<file path="src/include/dvbs2_macros.svh">
`ifndef DVBS2_MACROS_SVH
`define DVBS2_MACROS_SVH

// register port widths
`define DVB_DATA_W 32
`define DVB_ADDR_W 4

// register map
`define DVB_REG_MOD_MODE    4'd0 // 0 qpsk, 1 bpsk
`define DVB_REG_FREQ_INV    4'd1 // swap i and q
`define DVB_REG_SCRAMBLE_EN 4'd2
`define DVB_REG_SYM_AMP     4'd3
`define DVB_REG_BYTE_CNT    4'd4 // read only
`define DVB_REG_SYM_CNT     4'd5 // read only

`define DVB_AMP_DEFAULT  16'h2d41
`define DVB_PRBS_SEED    15'b100101010000000 // stage 1 in the msb
`define DVB_BAD_ADDR_TAG 16'hE000

`endif

</file>
<file path="src/rtl/dvbs2_pkg.sv">
`include "dvbs2_macros.svh"

package dvbs2_pkg;

	// register port
	typedef logic [`DVB_DATA_W-1:0] cfg_word_t;
	typedef logic [`DVB_ADDR_W-1:0] reg_addr_t;
	typedef logic [`DVB_DATA_W/8-1:0] byte_strb_t;

	// transport stream byte
	typedef logic [7:0] ts_byte_t;

	// i or q sample, also the amplitude setting
	typedef logic signed [15:0] sample_t;

	// energy dispersal register, stage 1 in bit 14
	typedef logic [14:0] prbs_state_t;

	// four-phase intake FSM
	typedef enum logic [1:0] {
		IDLE,    // waiting for req
		HOLD,    // ack high until req drops
		RELEASE  // ack falls here
	} intake_state_t;

endpackage

</file>
<file path="src/rtl/bb_scrambler.sv">
`timescale 1ns/100ps
`include "dvbs2_macros.svh"

module bb_scrambler
	import dvbs2_pkg::*;
(
	input  logic     clk,
	input  logic     rst_n,
	input  logic     in_valid,
	input  ts_byte_t in_data,
	input  logic     in_syn,
	input  logic     scramble_en,
	input  logic     scr_ready,
	output logic     in_ready,
	output logic     scr_valid,
	output ts_byte_t scr_data
);

	prbs_state_t prbs;
	prbs_state_t prbs_next; // state after 8 steps
	ts_byte_t    prbs_mask; // next 8 output bits, first in msb
	logic        take;

	assign in_ready = !scr_valid || scr_ready;
	assign take     = in_valid && in_ready;

	// 1 + x^14 + x^15, feedback shifts into stage 1
	always_comb begin
		logic fb;
		prbs_next = prbs;
		for (int k = 7; k >= 0; k--) begin
			fb           = prbs_next[1] ^ prbs_next[0]; // stages 14 and 15
			prbs_mask[k] = fb;
			prbs_next    = {fb, prbs_next[14:1]};
		end
	end

	always_ff @(posedge clk) begin
		if (!rst_n) begin
			scr_valid <= 1'b0;
			prbs      <= `DVB_PRBS_SEED;
		end else begin
			if (take) begin
				scr_valid <= 1'b1;
				if (in_syn) prbs <= `DVB_PRBS_SEED; // reload on sync byte
				else if (scramble_en) prbs <= prbs_next;
			end else if (scr_ready) begin
				scr_valid <= 1'b0;
			end
		end
	end

	always_ff @(posedge clk) begin
		if (take) begin
			if (!in_syn && scramble_en) scr_data <= in_data ^ prbs_mask;
			else scr_data <= in_data; // sync or bypass
		end
	end

endmodule

</file>
<file path="src/rtl/dvbs2_cfg_regs.sv">
`timescale 1ns/100ps
`include "dvbs2_macros.svh"

module dvbs2_cfg_regs
	import dvbs2_pkg::*;
(
	input  logic       clk,
	input  logic       rst_n,
	input  logic       wen,
	input  reg_addr_t  waddr,
	input  cfg_word_t  wdata,
	input  byte_strb_t wstrb,
	input  logic       ren,
	input  reg_addr_t  raddr,
	input  logic       byte_accept,
	input  logic       sym_valid,
	output cfg_word_t  rdata,
	output logic       mod_mode,
	output logic       freq_inv,
	output logic       scramble_en,
	output sample_t    sym_amp
);

	logic       cmd_pend; // write command taken from the port
	reg_addr_t  cmd_addr;
	cfg_word_t  cmd_data;
	byte_strb_t cmd_strb;
	logic       wr_pend;  // staged write waiting for commit
	reg_addr_t  wr_addr;
	cfg_word_t  wr_data;
	byte_strb_t wr_strb;
	cfg_word_t  byte_cnt;
	cfg_word_t  sym_cnt;

	// register the write command
	always_ff @(posedge clk) begin
		if (!rst_n) begin
			cmd_pend <= 1'b0;
			wr_pend  <= 1'b0;
		end else begin
			cmd_pend <= wen;
			wr_pend  <= cmd_pend;
		end
	end

	always_ff @(posedge clk) begin
		if (wen) begin
			cmd_addr <= waddr;
			cmd_data <= wdata;
			cmd_strb <= wstrb;
		end
	end

	// merge the command into the staging word
	always_ff @(posedge clk) begin
		if (cmd_pend) begin
			wr_addr <= cmd_addr;
			wr_strb <= cmd_strb;
			for (int b = 0; b < `DVB_DATA_W/8; b++) begin
				if (cmd_strb[b]) begin
					wr_data[8*b +: 8] <= cmd_data[8*b +: 8]; // strobed bytes only
				end
			end
		end
	end

	// commit staged word into the strobed bytes of the field
	always_ff @(posedge clk) begin
		if (!rst_n) begin
			mod_mode    <= 1'b0;
			freq_inv    <= 1'b0;
			scramble_en <= 1'b1;
			sym_amp     <= `DVB_AMP_DEFAULT;
		end else if (wr_pend) begin
			case (wr_addr)
				`DVB_REG_MOD_MODE: if (wr_strb[0]) mod_mode <= wr_data[0];
				`DVB_REG_FREQ_INV: if (wr_strb[0]) freq_inv <= wr_data[0];
				`DVB_REG_SCRAMBLE_EN: if (wr_strb[0]) scramble_en <= wr_data[0];
				`DVB_REG_SYM_AMP: begin
					if (wr_strb[0]) sym_amp[7:0] <= wr_data[7:0];
					if (wr_strb[1]) sym_amp[15:8] <= wr_data[15:8];
				end
				default: begin
				end // counters and holes ignore writes
			endcase
		end
	end

	// activity counters
	always_ff @(posedge clk) begin
		if (!rst_n) begin
			byte_cnt <= '0;
			sym_cnt  <= '0;
		end else begin
			if (byte_accept) byte_cnt <= byte_cnt + 1'b1;
			if (sym_valid) sym_cnt <= sym_cnt + 1'b1;
		end
	end

	// readback that holds between reads
	always_ff @(posedge clk) begin
		if (!rst_n) begin
			rdata <= '0;
		end else if (ren) begin
			case (raddr)
				`DVB_REG_MOD_MODE:    rdata <= {{(`DVB_DATA_W-1){1'b0}}, mod_mode};
				`DVB_REG_FREQ_INV:    rdata <= {{(`DVB_DATA_W-1){1'b0}}, freq_inv};
				`DVB_REG_SCRAMBLE_EN: rdata <= {{(`DVB_DATA_W-1){1'b0}}, scramble_en};
				`DVB_REG_SYM_AMP:     rdata <= {{(`DVB_DATA_W-16){1'b0}}, sym_amp};
				`DVB_REG_BYTE_CNT:    rdata <= byte_cnt;
				`DVB_REG_SYM_CNT:     rdata <= sym_cnt;
				default: begin
					rdata <= {`DVB_BAD_ADDR_TAG, {(`DVB_DATA_W/2-`DVB_ADDR_W){1'b0}}, raddr};
				end
			endcase
		end
	end

endmodule

</file>
<file path="src/rtl/dvbs2_mod_top.sv">
`timescale 1ns/100ps

module dvbs2_mod_top
	import dvbs2_pkg::*;
(
	input  logic       clk,
	input  logic       rst_n,
	input  logic       wen,
	input  reg_addr_t  waddr,
	input  cfg_word_t  wdata,
	input  byte_strb_t wstrb,
	input  logic       ren,
	input  reg_addr_t  raddr,
	output cfg_word_t  rdata,
	input  logic       ts_req,
	input  ts_byte_t   ts_data,
	input  logic       ts_syn,
	output logic       ts_ack,
	output logic       sym_valid,
	output sample_t    sym_i,
	output sample_t    sym_q
);

	logic     mod_mode;
	logic     freq_inv;
	logic     scramble_en;
	sample_t  sym_amp;
	logic     byte_accept;
	logic     in_valid;
	logic     in_ready;
	ts_byte_t in_data;
	logic     in_syn;
	logic     scr_valid;
	logic     scr_ready;
	ts_byte_t scr_data;

	dvbs2_cfg_regs u_cfg_regs (
		.clk(clk), .rst_n(rst_n),
		.wen(wen), .waddr(waddr), .wdata(wdata), .wstrb(wstrb),
		.ren(ren), .raddr(raddr), .rdata(rdata),
		.byte_accept(byte_accept), .sym_valid(sym_valid),
		.mod_mode(mod_mode), .freq_inv(freq_inv),
		.scramble_en(scramble_en), .sym_amp(sym_amp)
	);

	ts_byte_intake u_intake (
		.clk(clk), .rst_n(rst_n),
		.ts_req(ts_req), .ts_data(ts_data), .ts_syn(ts_syn), .ts_ack(ts_ack),
		.in_valid(in_valid), .in_data(in_data), .in_syn(in_syn), .in_ready(in_ready),
		.byte_accept(byte_accept)
	);

	bb_scrambler u_scrambler (
		.clk(clk), .rst_n(rst_n),
		.in_valid(in_valid), .in_data(in_data), .in_syn(in_syn), .in_ready(in_ready),
		.scramble_en(scramble_en),
		.scr_valid(scr_valid), .scr_data(scr_data), .scr_ready(scr_ready)
	);

	symbol_mapper u_mapper (
		.clk(clk), .rst_n(rst_n),
		.scr_valid(scr_valid), .scr_data(scr_data), .scr_ready(scr_ready),
		.mod_mode(mod_mode), .freq_inv(freq_inv), .sym_amp(sym_amp),
		.sym_valid(sym_valid), .sym_i(sym_i), .sym_q(sym_q)
	);

endmodule

</file>
<file path="src/rtl/symbol_mapper.sv">
`timescale 1ns/100ps

module symbol_mapper
	import dvbs2_pkg::*;
(
	input  logic     clk,
	input  logic     rst_n,
	input  logic     scr_valid,
	input  ts_byte_t scr_data,
	input  logic     mod_mode,
	input  logic     freq_inv,
	input  sample_t  sym_amp,
	output logic     scr_ready,
	output logic     sym_valid,
	output sample_t  sym_i,
	output sample_t  sym_q
);

	logic       busy;
	logic [2:0] sym_left;  // symbols after the current one
	ts_byte_t   shift;     // current symbol bits in the msbs
	logic       bpsk;      // settings latched per byte
	logic       inv;
	sample_t    amp;
	logic       last;
	logic       take;
	sample_t    re;
	sample_t    im;

	assign last      = busy && (sym_left == 3'd0);
	assign scr_ready = !busy || last; // next byte taken on the last symbol
	assign take      = scr_valid && scr_ready;

	always_ff @(posedge clk) begin
		if (!rst_n) begin
			busy     <= 1'b0;
			sym_left <= 3'd0;
		end else if (take) begin
			busy     <= 1'b1;
			sym_left <= mod_mode ? 3'd7 : 3'd3;
		end else if (busy) begin
			if (last) busy <= 1'b0;
			else sym_left <= sym_left - 3'd1;
		end
	end

	always_ff @(posedge clk) begin
		if (take) begin
			shift <= scr_data;
			bpsk  <= mod_mode;
			inv   <= freq_inv;
			amp   <= sym_amp;
		end else if (busy) begin
			shift <= bpsk ? {shift[6:0], 1'b0} : {shift[5:0], 2'b00};
		end
	end

	// 0 maps to +amp, 1 to -amp
	always_comb begin
		re = shift[7] ? -amp : amp;
		if (bpsk) im = '0;
		else im = shift[6] ? -amp : amp;
	end

	assign sym_valid = busy;
	assign sym_i     = inv ? im : re; // spectrum inversion swaps i and q
	assign sym_q     = inv ? re : im;

endmodule

</file>
<file path="src/rtl/ts_byte_intake.sv">
`timescale 1ns/100ps

module ts_byte_intake
	import dvbs2_pkg::*;
(
	input  logic     clk,
	input  logic     rst_n,
	input  logic     ts_req,
	input  ts_byte_t ts_data,
	input  logic     ts_syn,
	input  logic     in_ready,
	output logic     ts_ack,
	output logic     in_valid,
	output ts_byte_t in_data,
	output logic     in_syn,
	output logic     byte_accept
);

	intake_state_t state;
	logic          take;

	// buffer counts as empty when its byte leaves this cycle
	assign take = (state == IDLE) && ts_req && (!in_valid || in_ready);

	always_ff @(posedge clk) begin
		if (!rst_n) begin
			state       <= IDLE;
			ts_ack      <= 1'b0;
			in_valid    <= 1'b0;
			byte_accept <= 1'b0;
		end else begin
			byte_accept <= take; // one pulse per handshake
			case (state)
				IDLE: begin
					if (take) begin
						ts_ack <= 1'b1;
						state  <= HOLD;
					end
				end
				HOLD: if (!ts_req) state <= RELEASE; // source let go
				RELEASE: begin
					ts_ack <= 1'b0;
					state  <= IDLE;
				end
				default: state <= IDLE;
			endcase
			if (take) in_valid <= 1'b1;
			else if (in_ready) in_valid <= 1'b0;
		end
	end

	always_ff @(posedge clk) begin
		if (take) begin
			in_data <= ts_data;
			in_syn  <= ts_syn;
		end
	end

endmodule

</file>
<file path="config.mk">
export PLATFORM = sky130hd
export DESIGN_NAME = dvbs2_mod_top
export DESIGN_NICKNAME = d
export VERILOG_FILES = /design/src/rtl/dvbs2_pkg.sv /design/src/rtl/bb_scrambler.sv /design/src/rtl/dvbs2_cfg_regs.sv /design/src/rtl/dvbs2_mod_top.sv /design/src/rtl/symbol_mapper.sv /design/src/rtl/ts_byte_intake.sv
export VERILOG_INCLUDE_DIRS = /design/src /design/src/include
export SDC_FILE = /design/constraint.sdc
export NUM_CORES = 1
export LEC_CHECK = 0
export BUFFER_PORTS_ARGS = -buffer_cell sky130_fd_sc_hd__buf_2
export CAP_MARGIN = 0
export CORE_MARGIN = 8
export CORE_UTILIZATION = 45
export DETAILED_ROUTE_END_ITERATION = 16
export SYNTH_ARGS = -nofsm -noshare
export SYNTH_HDL_FRONTEND = slang
export SYNTH_SLANG_ARGS = --single-unit
</file>
<file path="constraint.sdc">
create_clock -name clk -period 3.8 [get_ports clk]
set_input_delay 0.19 -clock clk [delete_from_list [all_inputs] [get_ports clk]]
set_output_delay 0.19 -clock clk [all_outputs]
set_load 0.02 [all_outputs]
</file>
==> flow_results.xml <==
<?xml version="1.0" encoding="UTF-8"?>
<metrics>
  <group name="worst_setup_path">
    <metric name="path_max_fanout" unit="">41</metric>
    <metric name="worst_path_dominant_cell_family" unit="">flip-flops</metric>
    <metric name="crit_path_start_kind" unit="">register</metric>
    <metric name="worst_ep_required_time" unit="ns">3.61</metric>
    <metric name="critical_path_buf_inv_count" unit="">1</metric>
    <metric name="crit_path_max_incr_delay" unit="ns">1.12</metric>
    <metric name="crit_slowest_cell" unit="">edfxtp_1</metric>
    <metric name="worst_endpoint_data_arrival_time" unit="ns">2.96</metric>
    <metric name="criticalPathCategory" unit="">reg -&gt; out</metric>
    <metric name="worstSetupEndpointType" unit="">output pin</metric>
    <metric name="path_cells" unit="">nand2b_1 &gt; nand2_1 &gt; and3_1 &gt; a211oi_1 &gt; buf_2</metric>
  </group>
  <group name="synth">
    <metric name="ys_types" unit="">60</metric>
    <metric name="synth_top_family_by_area" unit="">simple AND/OR/NAND/NOR gates</metric>
    <metric name="netlist_area" unit="sq um">10100</metric>
    <metric name="asyncSetResetFlopFracSynth" unit="%">0</metric>
    <metric name="yosys-mux-area-fraction" unit="%">3.79</metric>
    <metric name="synth_compound_gate_area_share" unit="%">14.9</metric>
    <metric name="ys_dominant_reg_cell" unit="">dfxtp_1</metric>
    <metric name="synthSimpleGateAreaFrac" unit="%">19.9</metric>
    <metric name="post-synth-top-area-fraction" unit="%">28.0</metric>
    <metric name="synthTopCellsByArea" unit="">dfxtp_1 (28%), edfxtp_1 (26%), nor2_1 (4.2%)</metric>
    <metric name="syn-instance-count" unit="">1014</metric>
    <metric name="yosys_warnings" unit="">0</metric>
    <metric name="synth_xor_area_share" unit="%">3.63</metric>
    <metric name="seq_area_frac_synth" unit="%">53.8</metric>
    <metric name="number_of_flops_mapped_to_enable_cells_by_yosys" unit="">87</metric>
    <metric name="synth_seq_cells" unit="">229</metric>
    <metric name="synth.net_count" unit="">1077</metric>
    <metric name="synthAdderAreaFrac" unit="%">0.617</metric>
    <metric name="synth_top_area_cell" unit="">dfxtp_1</metric>
    <metric name="syn_avg_cell_area" unit="sq um">10.0</metric>
  </group>
  <group name="clocking">
    <metric name="ctsLongestPathBuffers" unit="">3</metric>
    <metric name="cts_tree" unit="">done</metric>
    <metric name="worstSkewPairLatency" unit="ns">0.52</metric>
    <metric name="cts_post_setup_buffers_inserted" unit="">0</metric>
    <metric name="root_buf_cell" unit="">clkbuf_16</metric>
    <metric name="clkSlewWorstSetupHoldPaths" unit="ns">0.06</metric>
    <metric name="htreeDepth" unit="">1</metric>
    <metric name="sink_count" unit="">229</metric>
    <metric name="total_clock_buffers_created_by_cts" unit="">25</metric>
  </group>
  <group name="route">
    <metric name="detail_route.vias_per_cell" unit="">5.73</metric>
    <metric name="detail_route_antenna_nets" unit="">0</metric>
    <metric name="route.vias.total" unit="">8128</metric>
    <metric name="drt_pass1_iterations" unit="">8</metric>
    <metric name="post-route-drc-count" unit="">0</metric>
    <metric name="wirelength" unit="mm">25.7</metric>
    <metric name="wire_per_inst" unit="um">18.1</metric>
    <metric name="drt_iter0_drc" unit="">793</metric>
  </group>
  <group name="floorplanning">
    <metric name="std_cell_rows" unit="">55</metric>
    <metric name="num_io_pins" unit="">124</metric>
    <metric name="chipWidth" unit="um">166</metric>
    <metric name="die_y" unit="um">166</metric>
    <metric name="core_region_area" unit="sq um">22400</metric>
    <metric name="start_util" unit="%">45.4</metric>
    <metric name="fp.dieArea" unit="sq um">27600</metric>
  </group>
  <group name="final_layout">
    <metric name="fin_nets" unit="">1177</metric>
    <metric name="most-common-layout-cells" unit="">dfxtp_1 (142), nor2_1 (114), buf_2 (105), nand2_1 (88), edfxtp_1 (87)</metric>
    <metric name="final_layout_size_suffix_gt1_share" unit="%">15.2</metric>
    <metric name="final_design_area_no_fill" unit="sq um">12000</metric>
    <metric name="layout_commonest_cell" unit="">dfxtp_1</metric>
    <metric name="nFillCells" unit="">1955</metric>
    <metric name="finish.utilization" unit="%">53.8</metric>
    <metric name="syn2layout_area_growth" unit="%">18.7</metric>
    <metric name="fin_cells" unit="">1418</metric>
    <metric name="n_antenna_cell" unit="">0</metric>
  </group>
  <group name="placed_design">
    <metric name="gp_congestion" unit="">0.825</metric>
    <metric name="placement.cell_area" unit="sq um">10800</metric>
    <metric name="dp.final_hpwl" unit="mm">17.7</metric>
    <metric name="place.detailed.instances" unit="">1340</metric>
    <metric name="io_buffer_count" unit="">105</metric>
    <metric name="pre_cts_ws" unit="ns">1.22</metric>
  </group>
  <group name="sta">
    <metric name="finClkSkew" unit="ns">0.00928</metric>
    <metric name="layout_worst_path_cycle_share" unit="%">82.8</metric>
    <metric name="drv_slew" unit="">0</metric>
    <metric name="worstMarginPinSlew" unit="ns">1.16</metric>
    <metric name="finalCriticalPeriod" unit="ns">3.15</metric>
    <metric name="grt_setup_unrepaired" unit="">no</metric>
    <metric name="timing.final.hold_violations" unit="">0</metric>
    <metric name="finalSetupTns" unit="ns">0</metric>
    <metric name="achievable-frequency" unit="MHz">318</metric>
    <metric name="setup_viol" unit="">0</metric>
    <metric name="slew_headroom" unit="%">22.5</metric>
    <metric name="setup_ws" unit="ns">0.653</metric>
    <metric name="fin_hold_ws" unit="ns">0.0874</metric>
  </group>
  <group name="worst_hold_path">
    <metric name="worstHoldPathType" unit="">in -&gt; reg</metric>
  </group>
  <group name="flow_run">
    <metric name="timing.max_cap.violations" unit="">0</metric>
  </group>
  <group name="global_routing">
    <metric name="number_of_antenna_violations_at_the_first_check_in_global_routing" unit="">2</metric>
    <metric name="globalRouteTotalUtil" unit="%">18.1</metric>
    <metric name="grt_pass1_vias" unit="">7634</metric>
    <metric name="grt_pass1_wl" unit="mm">41.5</metric>
    <metric name="total_congestion_overflow" unit="">0</metric>
    <metric name="grt_max_degree" unit="">51</metric>
  </group>
  <group name="pwr">
    <metric name="post-layout-total-power" unit="mW">5.54</metric>
    <metric name="vdd.ir_drop.worst" unit="uV">397</metric>
    <metric name="static-leakage-power" unit="nW">4.31</metric>
    <metric name="powerDensity" unit="nW/um^2">461</metric>
  </group>
  <group name="outcome">
    <metric name="outcome" unit="">finished clean</metric>
  </group>
</metrics>
-- layer usage --
metal | share of wire [%] | up-vias | routed length (um) | GRT usage, %
met2 | 43 | 237 | 11100 | 27.7
li1 | - | 3967 | - | -
met1 | 48 | 3883 | 12400 | 25.9
met5 | 0.078 | - | 20 | 0
met3 | 6.8 | 37 | 1750 | 3.66
met4 | 1.6 | 4 | 404 | 4.31
-- cells in the mapped netlist, types with 4 or more instances --
cell type / instances
nand4_1: 18
or4_1: 19
xor2_1: 25
xnor2_1: 17
a221oi_1: 6
a211oi_1: 4
nor2b_1: 18
edfxtp_1: 87
or2_2: 5
o21ai_0: 39
buf_1: 8
a22oi_1: 24
a21oi_1: 66
dfxtp_1: 142
nand2_1: 88
nand2b_1: 13
nor2_1: 114
nor4_1: 11
nand3b_1: 4
or3_1: 13
and2_1: 10
inv_1: 16
a311oi_1: 25
a2bb2oi_1: 10
nor3_1: 8
and4_1: 8
clkbuf_1: 57
mux2i_1: 35
nand3_1: 30
and3_1: 15
a222oi_1: 12
ha_1: 5
o22ai_1: 5
o31ai_1: 17
-- state kept, by name (all words and copies together), names as in the netlist, 2 cells and up --
name                  count
u_cfg_regs.cmd_addr       4
u_cfg_regs.wr_data       16
u_cfg_regs.cmd_strb       2
u_mapper.sym_left         3
u_scrambler.prbs         15
u_cfg_regs.sym_amp       16
u_mapper.shift            8
u_cfg_regs.sym_cnt       32
u_cfg_regs.wr_addr        4
u_intake.in_data          8
u_cfg_regs.byte_cnt      32
u_cfg_regs.rdata         32
u_cfg_regs.wr_strb        2
u_mapper.amp             16
u_cfg_regs.cmd_data      16
u_scrambler.scr_data      8
u_intake.state            2
-- power breakdown --
| part | internal (mW) | leakage (nW) | switching [mW] | total, mW |
|---|---|---|---|---|
| Sequential | 2.63 | 1.96 | 0.0491 | 2.67 |
| Combinational | 0.114 | 1.92 | 0.174 | 0.288 |
| Clock | 1.61 | 0.436 | 0.975 | 2.58 |
| Total | 4.35 | 4.31 | 1.20 | 5.54 |
-- final timing paths --
kind,from,endpoint,slack [ns],depth (start not counted)
worst max-delay path,u_mapper.inv,sym_i[7],0.65,5
worst min-delay path,ren,u_cfg_regs.rdata[2],0.09,3
worst max register to register,u_cfg_regs.byte_cnt[0],u_cfg_regs.byte_cnt[24],1.23,5
worst min register to register,u_cfg_regs.cmd_addr[2],u_cfg_regs.wr_addr[2],0.42,0
-- worst min-delay path: stages --
cell and delay, ns:
buf_2 0.19, nand3_1 0.11, a21oi_1 0.06
-- cells by family after synthesis --
logic type      after synthesis
xor+xnor                     42
compound gates              224
fa+ha+maj                     5
mux                          37
buf+inv                      87
simple gates                390
flops                       229
-- repair_timing --
action	4_1_cts	5_1_grt
resized for setup	0	0
endpoints found under the hold margin	34	0
hold buffers	32	0
setup endpoints to repair	0	0
-- final cells by class --
type / count / area (sq um) / area share (%)
inverter: 16 / 60.1 / 0.499
tap: 285 / 357 / 2.96
clock buffer: 35 / 724 / 6.02
timing repair buffer: 144 / 898 / 7.46
multi-input combinational: 698 / 4370 / 36.3
clock inverter: 11 / 169 / 1.40
sequential: 229 / 5460 / 45.3
Power figures use the tool's default switching activity.
